===== src/include/axi_ram_cfg.svh =====
`ifndef AXI_RAM_CFG_SVH
`define AXI_RAM_CFG_SVH

// ==========================================================================
// memory window and data path configuration
// ==========================================================================

// first byte address of the memory window.
`define AXI_RAM_BASE 32'h0000_1000

// address bits inside the window, the window spans 2**AW bytes.
`define AXI_RAM_AW 10

// data bus width in bits.
`define AXI_RAM_DW 32

// 0 makes the memory read-only, every write then gets SLVERR.
`define AXI_RAM_ALLOW_WRITES 1

`endif


===== src/design/axi_ram_pkg.sv =====
`default_nettype none

`include "axi_ram_cfg.svh"

package axi_ram_pkg;

  // derived widths of the data path.
  localparam int STRB_W = `AXI_RAM_DW / 8;
  localparam int OFF_W  = $clog2(STRB_W);
  localparam int WORD_W = `AXI_RAM_AW - OFF_W;

  // ========================================================================
  // response codes
  // ========================================================================

  typedef enum logic [1:0] {
    RESP_OKAY   = 2'b00,
    RESP_SLVERR = 2'b10
  } axi_resp_e;

  // ========================================================================
  // address word, seen as a raw byte address or split for indexing
  // ========================================================================

  typedef struct packed {
    logic [31-`AXI_RAM_AW:0] region;
    logic [WORD_W-1:0]       word;
    logic [OFF_W-1:0]        offset;
  } axi_addr_s;

  typedef union packed {
    logic [31:0] raw;
    axi_addr_s   fields;
  } axi_addr_u;

endpackage

`default_nettype wire


===== src/design/mem_req_if.sv =====
`default_nettype none

`include "axi_ram_cfg.svh"

interface mem_req_if;
  import axi_ram_pkg::*;

  // write strobe and payload.
  logic                   we;
  logic [WORD_W-1:0]      waddr;
  logic [`AXI_RAM_DW-1:0] wdata;
  logic [STRB_W-1:0]      wstrb;
  logic                   werr;

  // read strobe and payload.
  logic                   re;
  logic [WORD_W-1:0]      raddr;
  logic                   rerr;

  modport dec (output we, waddr, wdata, wstrb, werr, re, raddr, rerr);
  modport exe (input we, waddr, wdata, wstrb, re, raddr);
  modport res (input we, werr, re, rerr);

endinterface

`default_nettype wire


===== src/design/axi_req_decode.sv =====
`default_nettype none

`include "axi_ram_cfg.svh"

module axi_req_decode (
  input  logic                     clk_i,
  input  logic                     arst_n_i,
  input  logic                     aw_valid_i,
  input  axi_ram_pkg::axi_addr_u   aw_addr_i,
  output logic                     aw_ready_o,
  input  logic                     w_valid_i,
  input  logic [`AXI_RAM_DW-1:0]   w_data_i,
  input  logic [`AXI_RAM_DW/8-1:0] w_strb_i,
  output logic                     w_ready_o,
  input  logic                     ar_valid_i,
  input  axi_ram_pkg::axi_addr_u   ar_addr_i,
  output logic                     ar_ready_o,
  input  logic                     b_busy_i,
  input  logic                     r_busy_i,
  mem_req_if.dec                   mem_o
);
  import axi_ram_pkg::*;

  localparam bit WRITES_ON = (`AXI_RAM_ALLOW_WRITES != 0);

  logic rdy_en_q;
  logic wr_ready;
  logic wr_fire;
  logic ar_fire;
  logic wr_err;
  logic rd_err;

  // true when the byte address falls inside [BASE, BASE + 2**AW).
  function automatic logic in_window(input axi_addr_u addr);
    logic [32:0] off;
    off = {1'b0, addr.raw} - {1'b0, `AXI_RAM_BASE};
    return !off[32] && (off[31:`AXI_RAM_AW] == '0);
  endfunction

  // ==========================================================================
  // handshakes
  // ==========================================================================

  // AW and W are taken together, one write at a time.
  // the strobe registers double as the in-flight flags.
  assign wr_ready   = rdy_en_q & aw_valid_i & w_valid_i & ~mem_o.we & ~b_busy_i;
  assign aw_ready_o = wr_ready;
  assign w_ready_o  = wr_ready;
  assign ar_ready_o = rdy_en_q & ~mem_o.re & ~r_busy_i;

  assign wr_fire = wr_ready;
  assign ar_fire = ar_valid_i & ar_ready_o;

  assign wr_err = ~in_window(aw_addr_i) | ~WRITES_ON;
  assign rd_err = ~in_window(ar_addr_i);

  // ==========================================================================
  // strobes
  // ==========================================================================

  always_ff @(posedge clk_i or negedge arst_n_i) begin
    if (!arst_n_i) begin
      rdy_en_q <= 1'b0;
      mem_o.we <= 1'b0;
      mem_o.re <= 1'b0;
    end else begin
      rdy_en_q <= 1'b1;
      mem_o.we <= wr_fire;
      mem_o.re <= ar_fire;
    end
  end

  // request payload, captured on the accepting edge.
  always_ff @(posedge clk_i) begin
    if (wr_fire) begin
      mem_o.waddr <= aw_addr_i.fields.word;
      mem_o.wdata <= w_data_i;
      // a rejected write still pulses, but touches no lane.
      mem_o.wstrb <= wr_err ? '0 : w_strb_i;
      mem_o.werr  <= wr_err;
    end
    if (ar_fire) begin
      mem_o.raddr <= ar_addr_i.fields.word;
      mem_o.rerr  <= rd_err;
    end
  end

endmodule

`default_nettype wire


===== src/flat_wrapper.sv =====
// flat-port wrapper written by rule: the top's interface ports become plain ports
module axi_req_decode_flat import axi_ram_pkg::*;
  (clk_i, arst_n_i, aw_valid_i, aw_addr_i, aw_ready_o, w_valid_i, w_data_i, w_strb_i, w_ready_o, ar_valid_i, ar_addr_i, ar_ready_o, b_busy_i, r_busy_i, mem_o_we, mem_o_waddr, mem_o_wdata, mem_o_wstrb, mem_o_werr, mem_o_re, mem_o_raddr, mem_o_rerr);
  mem_req_if mem_o_i ();
  input  logic clk_i;
  input  logic arst_n_i;
  input  logic aw_valid_i;
  input  axi_ram_pkg::axi_addr_u aw_addr_i;
  output logic aw_ready_o;
  input  logic w_valid_i;
  input  logic [`AXI_RAM_DW-1:0] w_data_i;
  input  logic [`AXI_RAM_DW/8-1:0] w_strb_i;
  output logic w_ready_o;
  input  logic ar_valid_i;
  input  axi_ram_pkg::axi_addr_u ar_addr_i;
  output logic ar_ready_o;
  input  logic b_busy_i;
  input  logic r_busy_i;
  output wire logic [$bits(mem_o_i.we)-1:0] mem_o_we;
  output wire logic [$bits(mem_o_i.waddr)-1:0] mem_o_waddr;
  output wire logic [$bits(mem_o_i.wdata)-1:0] mem_o_wdata;
  output wire logic [$bits(mem_o_i.wstrb)-1:0] mem_o_wstrb;
  output wire logic [$bits(mem_o_i.werr)-1:0] mem_o_werr;
  output wire logic [$bits(mem_o_i.re)-1:0] mem_o_re;
  output wire logic [$bits(mem_o_i.raddr)-1:0] mem_o_raddr;
  output wire logic [$bits(mem_o_i.rerr)-1:0] mem_o_rerr;
  assign mem_o_we = mem_o_i.we;
  assign mem_o_waddr = mem_o_i.waddr;
  assign mem_o_wdata = mem_o_i.wdata;
  assign mem_o_wstrb = mem_o_i.wstrb;
  assign mem_o_werr = mem_o_i.werr;
  assign mem_o_re = mem_o_i.re;
  assign mem_o_raddr = mem_o_i.raddr;
  assign mem_o_rerr = mem_o_i.rerr;
  axi_req_decode u_core (.clk_i(clk_i), .arst_n_i(arst_n_i), .aw_valid_i(aw_valid_i), .aw_addr_i(aw_addr_i), .aw_ready_o(aw_ready_o), .w_valid_i(w_valid_i), .w_data_i(w_data_i), .w_strb_i(w_strb_i), .w_ready_o(w_ready_o), .ar_valid_i(ar_valid_i), .ar_addr_i(ar_addr_i), .ar_ready_o(ar_ready_o), .b_busy_i(b_busy_i), .r_busy_i(r_busy_i), .mem_o(mem_o_i));
endmodule

===== config.mk =====
export PLATFORM = sky130hd
export DESIGN_NAME = axi_req_decode_flat
export DESIGN_NICKNAME = d
export VERILOG_FILES = /design/src/design/axi_ram_pkg.sv /design/src/design/mem_req_if.sv /design/src/design/axi_req_decode.sv /design/src/flat_wrapper.sv
export VERILOG_INCLUDE_DIRS = /design/src /design/src/include
export SDC_FILE = /design/constraint.sdc
export NUM_CORES = 1
export LEC_CHECK = 0
export ABC_AREA = 1
export CORE_MARGIN = 8
export CORE_UTILIZATION = 55
export CTS_CLUSTER_DIAMETER = 150
export CTS_CLUSTER_SIZE = 10
export DETAILED_ROUTE_END_ITERATION = 10
export DONT_BUFFER_PORTS = 1
export PLACE_DENSITY = 0.68
export REMOVE_ABC_BUFFERS = 1
export SYNTH_ARGS = -nofsm -noshare
export SYNTH_HDL_FRONTEND = slang
export SYNTH_SLANG_ARGS = --single-unit

===== constraint.sdc =====
create_clock -name clk_i -period 5.6 [get_ports clk_i]
set_clock_uncertainty 0.05 [all_clocks]
set_input_delay 0.56 -clock clk_i [delete_from_list [all_inputs] [get_ports clk_i]]
set_output_delay 0.56 -clock clk_i [all_outputs]
set_load 0.005 [all_outputs]

==> summary.txt <==
Run status
  • Status: completed

Clock network
  • CTS Buf Count: 9
  • Post-CTS Hold Fix Bufs: 1
  • CTS Sinks: 57
  • Clk buf depth: 2
  • TritonCTS clock tree: yes
  • Setup Fix Bufs, Post-CTS: 0
  • CTS root buffer: clkbuf_8
  • Worst-path clk slew: 60 ps
  • H-tree level count: 3
  • Clock latency on the worst-skew pair: 320 ps
  • Cts repair resizes: 0

Run
  • Max-Cap Viols: 0

Die
  • Starting Density: 57.33%
  • Die width: ~84 µm
  • Full die area: 0.006990 mm²
  • I/O Pins: between 150 and 200
  • Rows: 24
  • Die H: roughly 84 µm
  • Core area: about 0.0044 mm²

Power
  • PD cells: 335.8 mW/mm²
  • Maximum vdd drop: 0.1243 mV
  • Sequential share of power: approximately 51%
  • Static leakage: roughly 1.0 nW
  • Pint: 0.0007798 W
  • Clock power frac: 45.7%
  • Sw frac: roughly 18%
  • P_sw: around 0.00017 W
  • Comb pwr share: around 3.4%

Critical path
  • Worst EP required: approximately 5000 ps
  • Critical Path Start Type: flop
  • Critical path peak fanout: 48
  • CP arrival: approximately 1400 ps
  • Largest stage delay, worst path: approximately 500 ps
  • Crit path kind: reg2out
  • CP endpoint kind: primary output
  • Slowest stage cell on the critical path: buf_4
  • Critical path, cell by cell: nor3_2 -> buf_4

Timing
  • Final setup vio count: 0
  • Slew @ Worst Pin: roughly 570 ps
  • Final-report max-slew violation count: 0
  • Setup TNS: 0 ps
  • Min Tclk post-route: ~2000 ps
  • RSZ-0062 raised after global routing: false
  • Number of hold violations in the final report: 0
  • Fin crit share: between 30% and 40%
  • Final Hold Slack: between 200 and 300 ps
  • Rel. slew slack: 62.09%
  • Final WS setup: approximately 3600 ps
  • Fmax: 493.7 MHz

Routing
  • Starting DRT DRC Count: slightly above 80
  • DRC: 0
  • Final ANT Viol Nets: 0
  • DRT Pass-1 Iters: 4
  • Final wirelength: ~5800 µm
  • Wirelength per Cell: roughly 20 µm
  • Via count: roughly 1600
  • DR vias/cell: 5.379

Synthesis
  • #FFs+latches synth: 57
  • Gate Count Post-Synth: between 200 and 250
  • Synth unique cells: 23
  • Synth Cell Area: about 0.0025 mm²
  • Sequential area share after synthesis: between 60 and 70%
  • Synth Warn #: 0
  • Syn avg cell area: about 11 µm²

Placement
  • Detail Placement HPWL: 4924 µm
  • Placer Congestion: about 0.86
  • Input/output buffers: 0
  • Place WS: ~3700 ps

Layout
  • Multi-input combinational cell area: 747.0 µm²
  • Most common cell after layout, fill and taps aside: edfxtp_1
  • Layout cells sized above 1: 15.85%
  • Register Area: 0.001697 mm²
  • Final-layout fill cell count: ~360
  • Most frequent cells in the layout: edfxtp_1 (54), nand2_1 (49), nor2_1 (47), inv_1 (16)
  • Final nets: around 350
  • Synthesis-to-finish area growth: 12.44%
  • Diode count: 0

GRT
  • Largest net degree at the start of global routing: 49
  • Congestion Overflow GR: 0
  • GRT Total Usage: between 10% and 20%
  • Initial antenna violation count: 0
  • First-pass GRT wire length: slightly below 9000 µm
  • Vias in the first global route: 1661

Min path
  • Hold crit path type: in2reg
Yosys cell counts (all sizes together):
master	number	area (µm²)
dfrtp	3	75.07
nor3b	2	15.01
and2	4	25.02
edfxtp	54	1622
conb	1	3.750
nor3	4	20.02
inv	18	67.57
nand3b	2	15.01
xor2	1	8.760
nor2	63	301.5
nand3	13	82.58
nand2b	1	6.260
o21ai	4	23.77
nand4	6	37.54
nand2	52	202.7
buf	1	7.510
area by class of cell:
cell class                 instances  share of cell area, %
multi-input combinational        153                  26.43
timing repair buffer               2                 0.6197
clock inverter                     7                  3.851
inverter                          18                  2.390
clock buffer                       9                  4.382
sequential                        57                  60.03
tap                               52                  2.302
per-layer routing:
layer	global-route usage, %	up-vias	share of wire, %
met1	15.20	712	36
li1	-	787	-
met5	0	-	0
met3	8.887	5	12
met4	7.535	0	1.3
met2	28.07	99	51
worst max-delay path, delay by kind of cell (launching register included):
kind                   cells  cell delay [ps]
buffers and inverters      1              500
and+or+nand+nor            1              180
DFF                        1              410
registers in the layout, indices dropped and copies added (netlist names):
| name | flops |
|---|---|
| u_core.rdy_en_q | 1 |
| u_core.mem_o.wstrb | 4 |
| u_core.mem_o.waddr | 8 |
| u_core.mem_o.wdata | 32 |
| u_core.mem_o.raddr | 8 |
| u_core.mem_o.rerr | 1 |
| u_core.mem_o.we | 1 |
| u_core.mem_o.re | 1 |
| u_core.mem_o.werr | 1 |
logic make-up after synthesis:
family | count (synthesis) | share of synthesized area (%)
other | 1 | 0.1492
buffers and inverters | 19 | 2.987
AO/OA/AOI/OAI | 4 | 0.9456
flip-flops | 57 | 67.50
AND/OR/NAND/NOR | 147 | 28.07
XOR/XNOR | 1 | 0.3485
final timing paths:
path                       cells past startpoint            start                     end  slack (ps)
hold reg to reg                                2  u_core.mem_o.re         u_core.mem_o.re         810
min in group asynchronous                      1         arst_n_i         u_core.mem_o.we         440
max in group asynchronous                      1         arst_n_i         u_core.rdy_en_q        4910
setup / recovery                               2  u_core.mem_o.we               w_ready_o        3570
setup reg to reg                               2  u_core.mem_o.re   u_core.mem_o.raddr[7]        3990
hold / removal                                 0     w_data_i[19]  u_core.mem_o.wdata[19]         280
per-stage QoR:
stage | instance area [µm²] | total power, W | utilization, % | std cells
after floorplan | 2506 | 0.0005169 | - | 228
after global placement | 2584 | 0.0005232 | 58.93 | 281
after detailed placement | 2584 | 0.0005238 | 58.93 | 281
after CTS | 2826 | 0.0009592 | 64.47 | 298
after global routing | 2826 | 0.0009808 | 64.47 | 298
final | 2826 | 0.0009490 | 64.47 | 298
power by group through the flow:
stage / Combinational [W] / Clock, W / Sequential [W]
after floorplan: 0.0000273 / 0 / 0.000490
final: 0.0000327 / 0.000434 / 0.000483
after global routing: 0.0000379 / 0.000460 / 0.000483
after CTS: 0.0000330 / 0.000443 / 0.000483
after global placement: 0.0000318 / 0 / 0.000491
after detailed placement: 0.0000320 / 0 / 0.000492
Note: power is estimated with default switching activity, not from simulation.
