===== src/include/axi_ram_cfg.svh =====
`ifndef AXI_RAM_CFG_SVH
`define AXI_RAM_CFG_SVH

// ==========================================================================
// memory window and data path configuration
// ==========================================================================

// first byte address of the memory window.
`define AXI_RAM_BASE 32'h0000_1000

// address bits inside the window, the window spans 2**AW bytes.
`define AXI_RAM_AW 10

// data bus width in bits.
`define AXI_RAM_DW 32

// 0 makes the memory read-only, every write then gets SLVERR.
`define AXI_RAM_ALLOW_WRITES 1

`endif


===== src/design/axi_ram_pkg.sv =====
`default_nettype none

`include "axi_ram_cfg.svh"

package axi_ram_pkg;

  // derived widths of the data path.
  localparam int STRB_W = `AXI_RAM_DW / 8;
  localparam int OFF_W  = $clog2(STRB_W);
  localparam int WORD_W = `AXI_RAM_AW - OFF_W;

  // ========================================================================
  // response codes
  // ========================================================================

  typedef enum logic [1:0] {
    RESP_OKAY   = 2'b00,
    RESP_SLVERR = 2'b10
  } axi_resp_e;

  // ========================================================================
  // address word, seen as a raw byte address or split for indexing
  // ========================================================================

  typedef struct packed {
    logic [31-`AXI_RAM_AW:0] region;
    logic [WORD_W-1:0]       word;
    logic [OFF_W-1:0]        offset;
  } axi_addr_s;

  typedef union packed {
    logic [31:0] raw;
    axi_addr_s   fields;
  } axi_addr_u;

endpackage

`default_nettype wire


===== src/design/mem_req_if.sv =====
`default_nettype none

`include "axi_ram_cfg.svh"

interface mem_req_if;
  import axi_ram_pkg::*;

  // write strobe and payload.
  logic                   we;
  logic [WORD_W-1:0]      waddr;
  logic [`AXI_RAM_DW-1:0] wdata;
  logic [STRB_W-1:0]      wstrb;
  logic                   werr;

  // read strobe and payload.
  logic                   re;
  logic [WORD_W-1:0]      raddr;
  logic                   rerr;

  modport dec (output we, waddr, wdata, wstrb, werr, re, raddr, rerr);
  modport exe (input we, waddr, wdata, wstrb, re, raddr);
  modport res (input we, werr, re, rerr);

endinterface

`default_nettype wire


===== src/design/axi_resp_gen.sv =====
`default_nettype none

`include "axi_ram_cfg.svh"

module axi_resp_gen (
  input  logic                   clk_i,
  input  logic                   arst_n_i,
  mem_req_if.res                 mem_i,
  input  logic [`AXI_RAM_DW-1:0] rdata_i,
  output logic                   b_valid_o,
  output axi_ram_pkg::axi_resp_e b_resp_o,
  input  logic                   b_ready_i,
  output logic                   r_valid_o,
  output logic [`AXI_RAM_DW-1:0] r_data_o,
  output axi_ram_pkg::axi_resp_e r_resp_o,
  input  logic                   r_ready_i,
  output logic                   b_busy_o,
  output logic                   r_busy_o
);
  import axi_ram_pkg::*;

  logic      b_valid_q;
  logic      r_valid_q;
  axi_resp_e b_resp_q;
  axi_resp_e r_resp_q;

  // ==========================================================================
  // valid flags
  // ==========================================================================

  // a new pulse cannot arrive while a response is still held.
  always_ff @(posedge clk_i or negedge arst_n_i) begin
    if (!arst_n_i) begin
      b_valid_q <= 1'b0;
      r_valid_q <= 1'b0;
    end else begin
      if (mem_i.we) begin
        b_valid_q <= 1'b1;
      end else if (b_ready_i) begin
        b_valid_q <= 1'b0;
      end
      if (mem_i.re) begin
        r_valid_q <= 1'b1;
      end else if (r_ready_i) begin
        r_valid_q <= 1'b0;
      end
    end
  end

  // response codes, latched with the strobe.
  always_ff @(posedge clk_i) begin
    if (mem_i.we) begin
      b_resp_q <= mem_i.werr ? RESP_SLVERR : RESP_OKAY;
    end
    if (mem_i.re) begin
      r_resp_q <= mem_i.rerr ? RESP_SLVERR : RESP_OKAY;
    end
  end

  // ==========================================================================
  // outputs
  // ==========================================================================

  assign b_valid_o = b_valid_q;
  assign b_resp_o  = b_resp_q;
  assign r_valid_o = r_valid_q;
  assign r_resp_o  = r_resp_q;

  // the storage keeps its read register until the next read,
  // so the data stays stable while R is held.
  assign r_data_o = (r_resp_q == RESP_SLVERR) ? '0 : rdata_i;

  // busy from the strobe cycle until the response is taken.
  assign b_busy_o = mem_i.we | b_valid_q;
  assign r_busy_o = mem_i.re | r_valid_q;

endmodule

`default_nettype wire


===== src/flat_wrapper.sv =====
// flat-port wrapper written by rule: the top's interface ports become plain ports
module axi_resp_gen_flat import axi_ram_pkg::*;
  (clk_i, arst_n_i, rdata_i, b_valid_o, b_resp_o, b_ready_i, r_valid_o, r_data_o, r_resp_o, r_ready_i, b_busy_o, r_busy_o, mem_i_we, mem_i_werr, mem_i_re, mem_i_rerr);
  mem_req_if mem_i_i ();
  input  logic clk_i;
  input  logic arst_n_i;
  input  logic [`AXI_RAM_DW-1:0] rdata_i;
  output logic b_valid_o;
  output axi_ram_pkg::axi_resp_e b_resp_o;
  input  logic b_ready_i;
  output logic r_valid_o;
  output logic [`AXI_RAM_DW-1:0] r_data_o;
  output axi_ram_pkg::axi_resp_e r_resp_o;
  input  logic r_ready_i;
  output logic b_busy_o;
  output logic r_busy_o;
  input wire logic [$bits(mem_i_i.we)-1:0] mem_i_we;
  input wire logic [$bits(mem_i_i.werr)-1:0] mem_i_werr;
  input wire logic [$bits(mem_i_i.re)-1:0] mem_i_re;
  input wire logic [$bits(mem_i_i.rerr)-1:0] mem_i_rerr;
  assign mem_i_i.we = mem_i_we;
  assign mem_i_i.werr = mem_i_werr;
  assign mem_i_i.re = mem_i_re;
  assign mem_i_i.rerr = mem_i_rerr;
  axi_resp_gen u_core (.clk_i(clk_i), .arst_n_i(arst_n_i), .mem_i(mem_i_i), .rdata_i(rdata_i), .b_valid_o(b_valid_o), .b_resp_o(b_resp_o), .b_ready_i(b_ready_i), .r_valid_o(r_valid_o), .r_data_o(r_data_o), .r_resp_o(r_resp_o), .r_ready_i(r_ready_i), .b_busy_o(b_busy_o), .r_busy_o(r_busy_o));
endmodule

===== config.mk =====
export PLATFORM = sky130hd
export DESIGN_NAME = axi_resp_gen_flat
export DESIGN_NICKNAME = d
export VERILOG_FILES = /design/src/design/axi_ram_pkg.sv /design/src/design/mem_req_if.sv /design/src/design/axi_resp_gen.sv /design/src/flat_wrapper.sv
export VERILOG_INCLUDE_DIRS = /design/src /design/src/include
export SDC_FILE = /design/constraint.sdc
export NUM_CORES = 1
export LEC_CHECK = 0
export BUFFER_PORTS_ARGS = -buffer_cell sky130_fd_sc_hd__clkbuf_2
export CORE_MARGIN = 10
export CORE_UTILIZATION = 25
export DETAILED_ROUTE_END_ITERATION = 6
export PLACE_DENSITY = 0.83
export SETUP_SLACK_MARGIN = 0.3
export SKIP_CTS_REPAIR_TIMING = 1
export SLEW_MARGIN = 20
export SYNTH_ARGS = -nofsm -noshare
export SYNTH_HDL_FRONTEND = slang
export SYNTH_SLANG_ARGS = --single-unit

===== constraint.sdc =====
create_clock -name clk_i -period 1.3 [get_ports clk_i]
set_input_delay 0.13 -clock clk_i [delete_from_list [all_inputs] [get_ports clk_i]]
set_output_delay 0.13 -clock clk_i [all_outputs]
set_load 0.03 [all_outputs]

==> key figures, run 1 <==
Outcome
  • Status: finished, violations left
  • Failing checks: negative setup slack

STA
  • Final WS setup: -0.0286 ns
  • Hold Vio Cnt, Final: 0
  • # setup viols final: 17
  • Final worst-path cycle share: 102%
  • Setup TNS: -0.198 ns
  • Final min period: approximately 1.3 ns
  • Fmax: between 700 and 800 MHz
  • Setup Skew: 0 ns
  • Final Max Slew Viols: 0
  • RSZ-0062 raised after global routing: true

Pwr
  • Sequential fraction of design power: roughly 16%
  • Gate power share: between 60% and 70%
  • Tot Pwr: ~0.97 mW
  • IR Drop Worst-Case VDD: between 0.6 and 0.7 mV
  • Power Internal: about 0.57 mW
  • Net switching fraction of the power: 40.6%
  • Power Density: roughly 700 nW/um2
  • Clk pwr share: 15.6%
  • Psw: 0.392 mW
  • Leak Pwr: a little under 0.8 nW

GRT
  • Largest net degree at the start of global routing: 16
  • Total global-route track usage: 11.1%
  • Initial antenna violation count: 0
  • Vias in the first global route: 678
  • First-pass GRT wire length: roughly 3000 um
  • Total gr overflow: 0

Worst setup path
  • Crit path top cell by count: buf_6
  • Crit path capture: r_data_o[21]
  • Worst path bufs/invs: 3
  • Top delay family on crit path: buffers and inverters
  • CP max FO: 7
  • Startpoint types: flop
  • Setup CP Type: flop to output port
  • Worst r2r src: u_core.r_valid_o
  • Path depth of the worst reg2reg path: 1
  • CP required: about 1.2 ns
  • R2R Path End: u_core.r_valid_o
  • Crit-path cells: buf_6 -> clkbuf_16 -> nor2b_4 -> buf_6
  • Max stage delay on crit path: 0.37 ns
  • Arrival @ worst endpoint: around 1.2 ns
  • Setup crit end kind: output port
  • R2R setup slack: ~0.6 ns
  • CP max-delay cell: edfxtp_1
  • Worst path depth: 4
  • Critical Path Start: u_core.r_resp_o[1]

Synthesis
  • Yosys cell types: 8
  • Seq cells post-synth: 4
  • Post-Synth Adder-Cell Area: 0%
  • Mapped Area: 387 um2
  • XOR/XNOR Fraction of Synth Area: 0%
  • Simple-gate portion of the synthesized area: 55.0%
  • Multiplexer area fraction after synthesis: 0%
  • Leading area contributor after synthesis: nor2b_1
  • Largest family of logic cells by synthesized area: simple AND/OR/NAND/NOR gates
  • Yosys Warn Count: 0
  • Top area cells in the synthesized netlist: nor2b_1 (52%), edfxtp_1 (16%), dfrtp_1 (13%)
  • Mapped Cells: 48
  • Synth top area share: approximately half
  • Compound-cell area share of the yosys netlist: under 10%
  • Mean Syn Cell Area: 8.05 um2
  • Sequential cell area fraction in the yosys report: between 20% and 30%

Final layout
  • Multi-input logic area: between 400 and 500 um2
  • Share of cells above drive strength 1: about 90%
  • Synthesis-to-finish area growth: 257%
  • Register Area: between 100 and 150 um2
  • Nets: 174
  • Antenna Cells: 0
  • Fillers: 57
  • Commonest non-fill, non-tap cell in the layout: clkbuf_2
  • Commonest non-fill, non-tap cells in the layout: clkbuf_2 (41), buf_6 (39), nor2b_4 (31), clkbuf_4 (3)

Drt
  • Via count: 687
  • DRC viols: 0
  • Wire length per cell: about 21 um
  • DR pass1 iterations: 3
  • Initial drt markers: 7
  • DRT antenna net count: 0
  • Final wirelength: just over 3000 um
  • Via density: between 4 and 5

Clock network
  • Clk sinks: 4
  • CTS H-Tree Depth: 1
  • CTS Buf Count: 3
  • Clock Path Buffers: 2
  • Later-pin clock latency in the skew report: around 0.23 ns
  • Clock transition at path regs: ~0.040 ns
  • Clock root buffer: clkbuf_4
  • CTS tree: yes

Die
  • Chip height: ~60 um
  • Core Area: between 1000 and 1500 um2
  • Starting Density: between 20% and 30%
  • Die area: approximately 3500 um2
  • Chip width: between 50 and 60 um
  • FP Rows: 14
  • Top-Level Pins: 80

Placement
  • HPWL Detailed: approximately 2000 um
  • Final RePlAce weighted congestion: roughly 0.65
  • Port Buffers: 77

Job
  • Max_cap viols: 0

Worst hold path
  • HP Class: input pin to flop
  • Worst hold start: mem_i_rerr
==> power groups by stage <==
stage               registers [mW]  clock network, mW  logic (mW)
floorplan                    0.171                  0       0.327
global placement             0.154                  0       0.493
detailed placement           0.155                  0       0.504
CTS                          0.153              0.163       0.505
global route                 0.151              0.166       0.691
finish                       0.150              0.151       0.666
==> layer usage <==
metal	track usage, %	part of all wire (%)	vias up
met5	0	0	-
met4	4.92	0	0
met3	5.58	9.4	0
met2	22.3	59	44
met1	8.34	31	337
li1	-	-	306
==> state kept, by name, indices dropped and copies added, names as in the netlist <==
signal and flops:
u_core.r_resp_o 1, u_core.r_valid_o 1, u_core.b_valid_o 1, u_core.b_resp_o 1
==> synthesized netlist by cell type, drive strengths merged <==
cell	instances
nor2b	32
or2	2
inv	2
dfrtp	2
a21o	2
buf	5
edfxtp	2
conb	1
==> worst min path at each step <==
stage	slack, ns	endpoint	cells past startpoint
finish	0.07	u_core.r_resp_o[1]	1
global route	0.08	u_core.r_resp_o[1]	1
CTS	-0.33	u_core.r_valid_o	1
detailed placement	-0.08	u_core.r_valid_o	1
global placement	-0.08	u_core.b_valid_o	1
floorplan	-0.17	u_core.b_valid_o	0
==> cell families after synthesis <==
kind of cell / Yosys count
and+or+nand+nor: 34
DFF: 4
other: 1
buffers and inverters: 7
AOI/OAI and AO/OA: 2
==> layout make-up <==
cell class                      instances  area share, %
Clock buffer                            3           1.63
Timing Repair Buffer                   85           53.9
Sequential cell                         4           7.98
Tap cell                               16           1.45
Multi-Input combinational cell         38           34.5
Inverter                                2          0.544
==> through the flow <==
step                      utilization, %  std cells  setup WS (ns)  hold slack (ns)  instance area, um2
after floorplan                        -         49         0.0980           -0.166                 621
after global placement              69.6        140          0.149          -0.0819                1040
after detailed placement            69.6        140          0.123          -0.0775                1040
after CTS                           71.1        143         -0.141           -0.335                1060
after global routing                92.7        148        -0.0715           0.0755                1380
final                               92.7        148        -0.0286           0.0720                1380
Power figures use the tool's default switching activity.
==> inputs of run 2 (changes only) <==
Settings changed: HOLD_SLACK_MARGIN from default to 0.08, PLACE_DENSITY 0.83 to 0.84.
==> run 2 against run 1 <==
Against the previous run: the run still ends with negative setup slack left; die area stayed put; clock skew stayed put; total power shrank 13%; first-iteration DRC count is 29% lower; wire length shrank 27%; non-clock buffer count shrank 1; flip-flop and latch count unchanged.
==> key figures, run 2 (synthesis gave the netlist of run 1 again) <==
Clock network
  • Later-pin clock latency in the skew report: 0.24 ns (about the same)
  • CTS tree: yes
  • CTS H-Tree Depth: 1 (unchanged)
  • Clock Path Buffers: 2 (unchanged)
  • Clk sinks: 4 (unchanged)
  • CTS Buf Count: 3 (unchanged)
  • Clock root buffer: clkbuf_4
  • Clock transition at path regs: 0.04 ns (about the same)

STA
  • Fmax: 715 MHz (-5.0%)
  • Setup Skew: 0 ns (unchanged)
  • Final min period: 1.40 ns (+0.0706 ns)
  • # setup viols final: 32 (+15)
  • Final WS setup: -0.0992 ns (-0.0706 ns)
  • Final worst-path cycle share: 108% (+5.4 points)
  • Hold Vio Cnt, Final: 0 (unchanged)
  • Final Max Slew Viols: 0 (unchanged)
  • RSZ-0062 raised after global routing: true

Die
  • Core Area: 1490 um2 (unchanged)
  • Top-Level Pins: 80 (unchanged)
  • Starting Density: 26.0% (unchanged)
  • Chip height: 59.3 um (unchanged)
  • Chip width: 59.3 um (unchanged)
  • Die area: 3520 um2 (unchanged)
  • FP Rows: 14 (unchanged)

GRT
  • Vias in the first global route: 650 (-4.1%)
  • GR Layer Usage met1: 9.42% (+1.1 points)
  • GRT busiest layer: met2
  • Total global-route track usage: 11.7% (+0.59 points)
  • Initial antenna violation count: 0 (unchanged)
  • GR Util met2: 22.3% (unchanged)
  • Total gr overflow: 0 (unchanged)
  • First-pass GRT wire length: 3130 um (+2.0%)
  • Met3 Use GR: 4.08% (-1.5 points)
  • Largest net degree at the start of global routing: 30 (+14)

Drt
  • Via count: 622 (-9.5%)
  • DRT antenna net count: 0 (unchanged)
  • Initial drt markers: 5 (-2)
  • Wire length per cell: 15.4 um (-27%)
  • DR pass1 iterations: 2 (-1)
  • Final wirelength: 2260 um (-27%)
  • Via density: 4.23 (-8.8%)
  • DRC viols: 0 (unchanged)

Worst setup path
  • Arrival @ worst endpoint: 1.27 ns (+0.07 ns)
  • Setup CP Type: flop to output port
  • Setup crit end kind: output port
  • CP max FO: 29 (+22)
  • CP max-delay cell: edfxtp_1
  • Crit-path cells: buf_12 -> nor2b_4 -> clkbuf_2
  • Startpoint types: flop
  • CP required: 1.17 ns (about the same)
  • Max stage delay on crit path: 0.42 ns (+0.05 ns)

Placement
  • Number of cells after detailed placement: 139 (-0.71%)
  • Final RePlAce weighted congestion: 0.681 (+4.7%)
  • HPWL Detailed: 1980 um (-0.32%)
  • Port Buffers: 77 (unchanged)

Pwr
  • Leak Pwr: 0.687 nW (-11%)
  • IR Drop Worst-Case VDD: 0.829 mV (+26%)
  • Power Density: 746 nW/um2 (+6.5%)

Worst hold path
  • HP Class: input pin to flop

Job
  • Max_cap viols: 0 (unchanged)

Final layout
  • Final Non-Filler Cells: 147 (-0.68%)
  • Antenna Cells: 0 (unchanged)
  • Fillers: 126 (+120%)
  • Nets: 173 (-0.57%)
  • Share of cells above drive strength 1: 88.5% (-3.1 points)
  • Commonest non-fill, non-tap cell in the layout: clkbuf_2
  • Commonest non-fill, non-tap cells in the layout: clkbuf_2 (69), nor2b_4 (30), buf_6 (6), buf_4 (4)
  • Util after Layout: 75.5% (-17 points)
  • Synthesis-to-finish area growth: 191%

Outcome
  • Status: finished, violations left
  • Failing checks: negative setup slack
==> run 2: cell types whose count changed in the layout (fill, tap and decap cells not counted), sizes merged <==
cell         delta
clkbuf         +26
dlygate4sd3     +2
buf            -29
==> run 2: per-layer routing <==
layer / vias up / routed length, um
li1: 305 / -
met1: 266 / 603
met2: 45 / 1270
met3: 6 / 314
met4: 0 / 68
met5: - / 0
==> run 2: per-stage QoR <==
| stage | total power, mW | hold WS, ns | instance area, um2 | worst slack [ns] | TNS, ns |
|---|---|---|---|---|---|
| after floorplan | 0.499 | -0.166 | 621 | 0.0980 | 0 |
| after global placement | 0.637 | -0.0821 | 1020 | 0.185 | 0 |
| after detailed placement | 0.646 | -0.0780 | 1020 | 0.157 | 0 |
| after CTS | 0.816 | -0.340 | 1040 | -0.111 | -2.61 |
| after global routing | 0.887 | 0.121 | 1120 | -0.146 | -3.99 |
| final | 0.838 | 0.110 | 1120 | -0.0992 | -2.65 |
==> run 2: layout make-up <==
class	count	area [um2]	share of cell area [%]
flip-flops and latches	4	110	9.80
inverters	2	7.51	0.668
clock buffers	3	22.5	2.00
repair buffers	84	498	44.3
well taps	16	20.0	1.78
multi-input cells	38	465	41.4
==> run 2: power by group <==
| group | switching [mW] | total, mW | internal [mW] | leakage (nW) |
|---|---|---|---|---|
| clock network | 0.0641 | 0.168 | 0.104 | 0.0138 |
| logic | 0.298 | 0.519 | 0.221 | 0.632 |
| registers | 0.00692 | 0.151 | 0.144 | 0.0411 |
| total | 0.369 | 0.838 | 0.469 | 0.687 |
==> run 2: final timing paths <==
path                                    startpoint               end  slack (ns)  depth (start not counted)
worst min-delay path                      mem_i_re  u_core.r_valid_o        0.11                          2
max in group asynchronous                 arst_n_i  u_core.b_valid_o        0.97                          2
min in group asynchronous                 arst_n_i  u_core.r_valid_o        0.22                          2
worst max-delay path            u_core.r_resp_o[1]      r_data_o[23]        -0.1                          3
worst min register to register    u_core.b_valid_o  u_core.b_valid_o        0.52                          1
worst max register to register    u_core.r_valid_o  u_core.r_valid_o        0.63                          1
==> run 2: critical path, delay by kind of cell, from the launching register on <==
kind	cells	cell delay, ns
buffers and inverters	2	0.46
flip-flops	1	0.42
AND/OR/NAND/NOR	1	0.13
==> inputs of run 3 (changes only) <==
Settings changed: TNS_END_PERCENT from default to 30.
==> run 3 against run 2 <==
Against the previous run: the flow still finishes with violations (negative setup slack); sequential power is essentially flat; worst setup slack gained 0.050 ns; cell count shrank 1.4%; clock skew is the same; worst hold slack gained 0.014 ns; total power grew 7.3%; die area is the same; first-iteration DRC count grew 40%; critical path type unchanged; critical endpoint is now r_data_o[29]; highest routed layer is now met3.
==> key figures, run 3 (synthesis gave the netlist of run 1 again) <==
Outcome
  • Status: finished, violations left
  • Failing checks: negative setup slack

Die
  • Chip height: 59.3 um (unchanged)
  • Chip width: 59.3 um (unchanged)
  • FP Rows: 14 (unchanged)
  • Die area: 3520 um2 (unchanged)
  • Starting Density: 26.0% (unchanged)
  • Core Area: 1490 um2 (unchanged)
  • Top-Level Pins: 80 (unchanged)

Pwr
  • Psw: 0.366 mW (-0.78%)
  • Leak Pwr: 0.726 nW (+5.8%)
  • Clk pwr share: 16.4% (-3.7 points)
  • Power Density: 699 nW/um2 (-6.3%)
  • IR Drop Worst-Case VDD: 0.610 mV (-26%)
  • Power Internal: 0.533 mW (+14%)
  • Net switching fraction of the power: 40.7% (-3.3 points)
  • Gate power share: 66.7% (+4.8 points)
  • Sequential fraction of design power: 16.9% (-1.1 points)

STA
  • Final Max Slew Viols: 0 (unchanged)
  • Hold Vio Cnt, Final: 0 (unchanged)
  • Setup Skew: 0 ns (unchanged)
  • Final worst-path cycle share: 104% (-3.8 points)
  • # setup viols final: 2 (-94%)
  • RSZ-0062 raised after global routing: true
  • Final WS setup: -0.0495 ns (+0.0497 ns)
  • Fmax: 741 MHz (+3.7%)
  • Setup TNS: -0.0660 ns (+2.59 ns)
  • Final min period: 1.35 ns (-0.0497 ns)

Final layout
  • Commonest non-fill, non-tap cell in the layout: clkbuf_2
  • Synthesis-to-finish area growth: 233%
  • Register Area: 110 um2 (unchanged)
  • Commonest non-fill, non-tap cells in the layout: clkbuf_2 (42), buf_6 (32), nor2b_4 (30), clkbuf_4 (3), dlygate4sd3_1 (3)
  • Fillers: 73 (-42%)
  • Nets: 171 (-1.2%)
  • Multi-input logic area: 465 um2 (unchanged)
  • Antenna Cells: 0 (unchanged)
  • Share of cells above drive strength 1: 88.4% (-0.18 points)

Drt
  • DRT antenna net count: 0 (unchanged)
  • Top sig layer: met3
  • WL met3: 282 um (-10%)
  • Via count: 615 (-1.1%)
  • DRC viols: 0 (unchanged)
  • Initial drt markers: 7 (+2)
  • Via density: 4.24 (+0.24%)
  • Wire length per cell: 17.3 um (+12%)
  • Final wirelength: 2500 um (+11%)
  • DR WL met2: 1550 um (+22%)
  • Length of routed wiring on met1: 674 um (+12%)
  • DR pass1 iterations: 4 (+2)

Worst setup path
  • R2R Path End: u_core.r_valid_o
  • CP max FO: 17 (-41%)
  • Arrival @ worst endpoint: 1.22 ns (-0.05 ns)
  • Worst r2r src: u_core.r_valid_o
  • Path depth of the worst reg2reg path: 1 (unchanged)
  • CP required: 1.17 ns (about the same)
  • Setup CP Type: flop to output port
  • R2R setup slack: 0.63 ns (about the same)
  • Startpoint types: flop
  • Setup crit end kind: output port

Placement
  • Post-Place Setup Slack: 0.165 ns (+0.00822 ns)
  • Final RePlAce weighted congestion: 0.646 (-5.2%)
  • Port Buffers: 77 (unchanged)
  • HPWL Detailed: 1910 um (-3.7%)

Worst hold path
  • Worst hold start: mem_i_we
  • HP Class: input pin to flop
  • Worst hold path depth: 2 (unchanged)
  • Hold EP: u_core.b_valid_o

Job
  • Max_cap viols: 0 (unchanged)

GRT
  • Total gr overflow: 0 (unchanged)
  • Initial antenna violation count: 0 (unchanged)
  • Vias in the first global route: 671 (+3.2%)
  • First-pass GRT wire length: 3150 um (+0.45%)
  • Largest net degree at the start of global routing: 18 (-40%)
  • Total global-route track usage: 11.2% (-0.50 points)

Clock network
  • Later-pin clock latency in the skew report: 0.23 ns (about the same)
  • CTS tree: yes
  • Clk sinks: 4 (unchanged)
  • Clock root buffer: clkbuf_4
  • Clock transition at path regs: 0.04 ns (about the same)
  • CTS Buf Count: 3 (unchanged)
  • Clock Path Buffers: 2 (unchanged)
  • CTS H-Tree Depth: 1 (unchanged)
run 3: cell count changes in the layout (fill, tap and decap cells not counted):
cell      before  now
clkbuf_2      69   42
buf_4          4    2
buf_6          6   32
buf_12         1    2
run 3: cell type report:
cell class,instances,area share (%)
timing repair buffer,82,51.4
tap,16,1.56
inverter,2,0.584
multi-input combinational,38,36.2
sequential,4,8.56
clock buffer,3,1.75
run 3: per-layer routing:
| metal | GRT usage, % | up-vias |
|---|---|---|
| met1 | 8.72 | 277 |
| met5 | 0 | - |
| met3 | 6.22 | 0 |
| li1 | - | 300 |
| met2 | 22.0 | 38 |
| met4 | 4.26 | 0 |
run 3: critical path, cell delays in order (launching register included):
cell	delay, ns
edfxtp_1	0.45
buf_12	0.22
nor2b_1	0.14
buf_4	0.18
run 3: worst max path at each step:
stage / slack, ns / end / cells after the start / start
after floorplan: 0.1 / r_data_o[0] / 2 / u_core.r_resp_o[1]
after global placement: 0.19 / r_data_o[30] / 3 / u_core.r_resp_o[1]
after detailed placement: 0.16 / r_data_o[30] / 3 / u_core.r_resp_o[1]
after CTS: -0.08 / r_data_o[30] / 3 / u_core.r_resp_o[1]
after global routing: -0.11 / r_data_o[29] / 3 / u_core.r_resp_o[1]
final: -0.05 / r_data_o[29] / 3 / u_core.r_resp_o[1]
run 3: power by group through the flow:
stage | Combinational (mW) | Clock [mW] | Sequential, mW
after floorplan | 0.325 | 0 | 0.171
final | 0.600 | 0.147 | 0.152
after detailed placement | 0.496 | 0 | 0.153
after global placement | 0.487 | 0 | 0.153
after CTS | 0.497 | 0.155 | 0.152
after global routing | 0.627 | 0.172 | 0.153
run 3: through the flow:
step                      hold WS, ns  power [mW]  cell area [um2]  instances  util (%)
after floorplan                -0.166       0.496              616         49         -
after global placement        -0.0817       0.640             1020        139      68.7
after detailed placement      -0.0804       0.649             1020        139      68.7
after CTS                      -0.327       0.804             1050        142      70.3
after global routing            0.128       0.952             1290        145      86.4
final                           0.124       0.899             1290        145      86.4
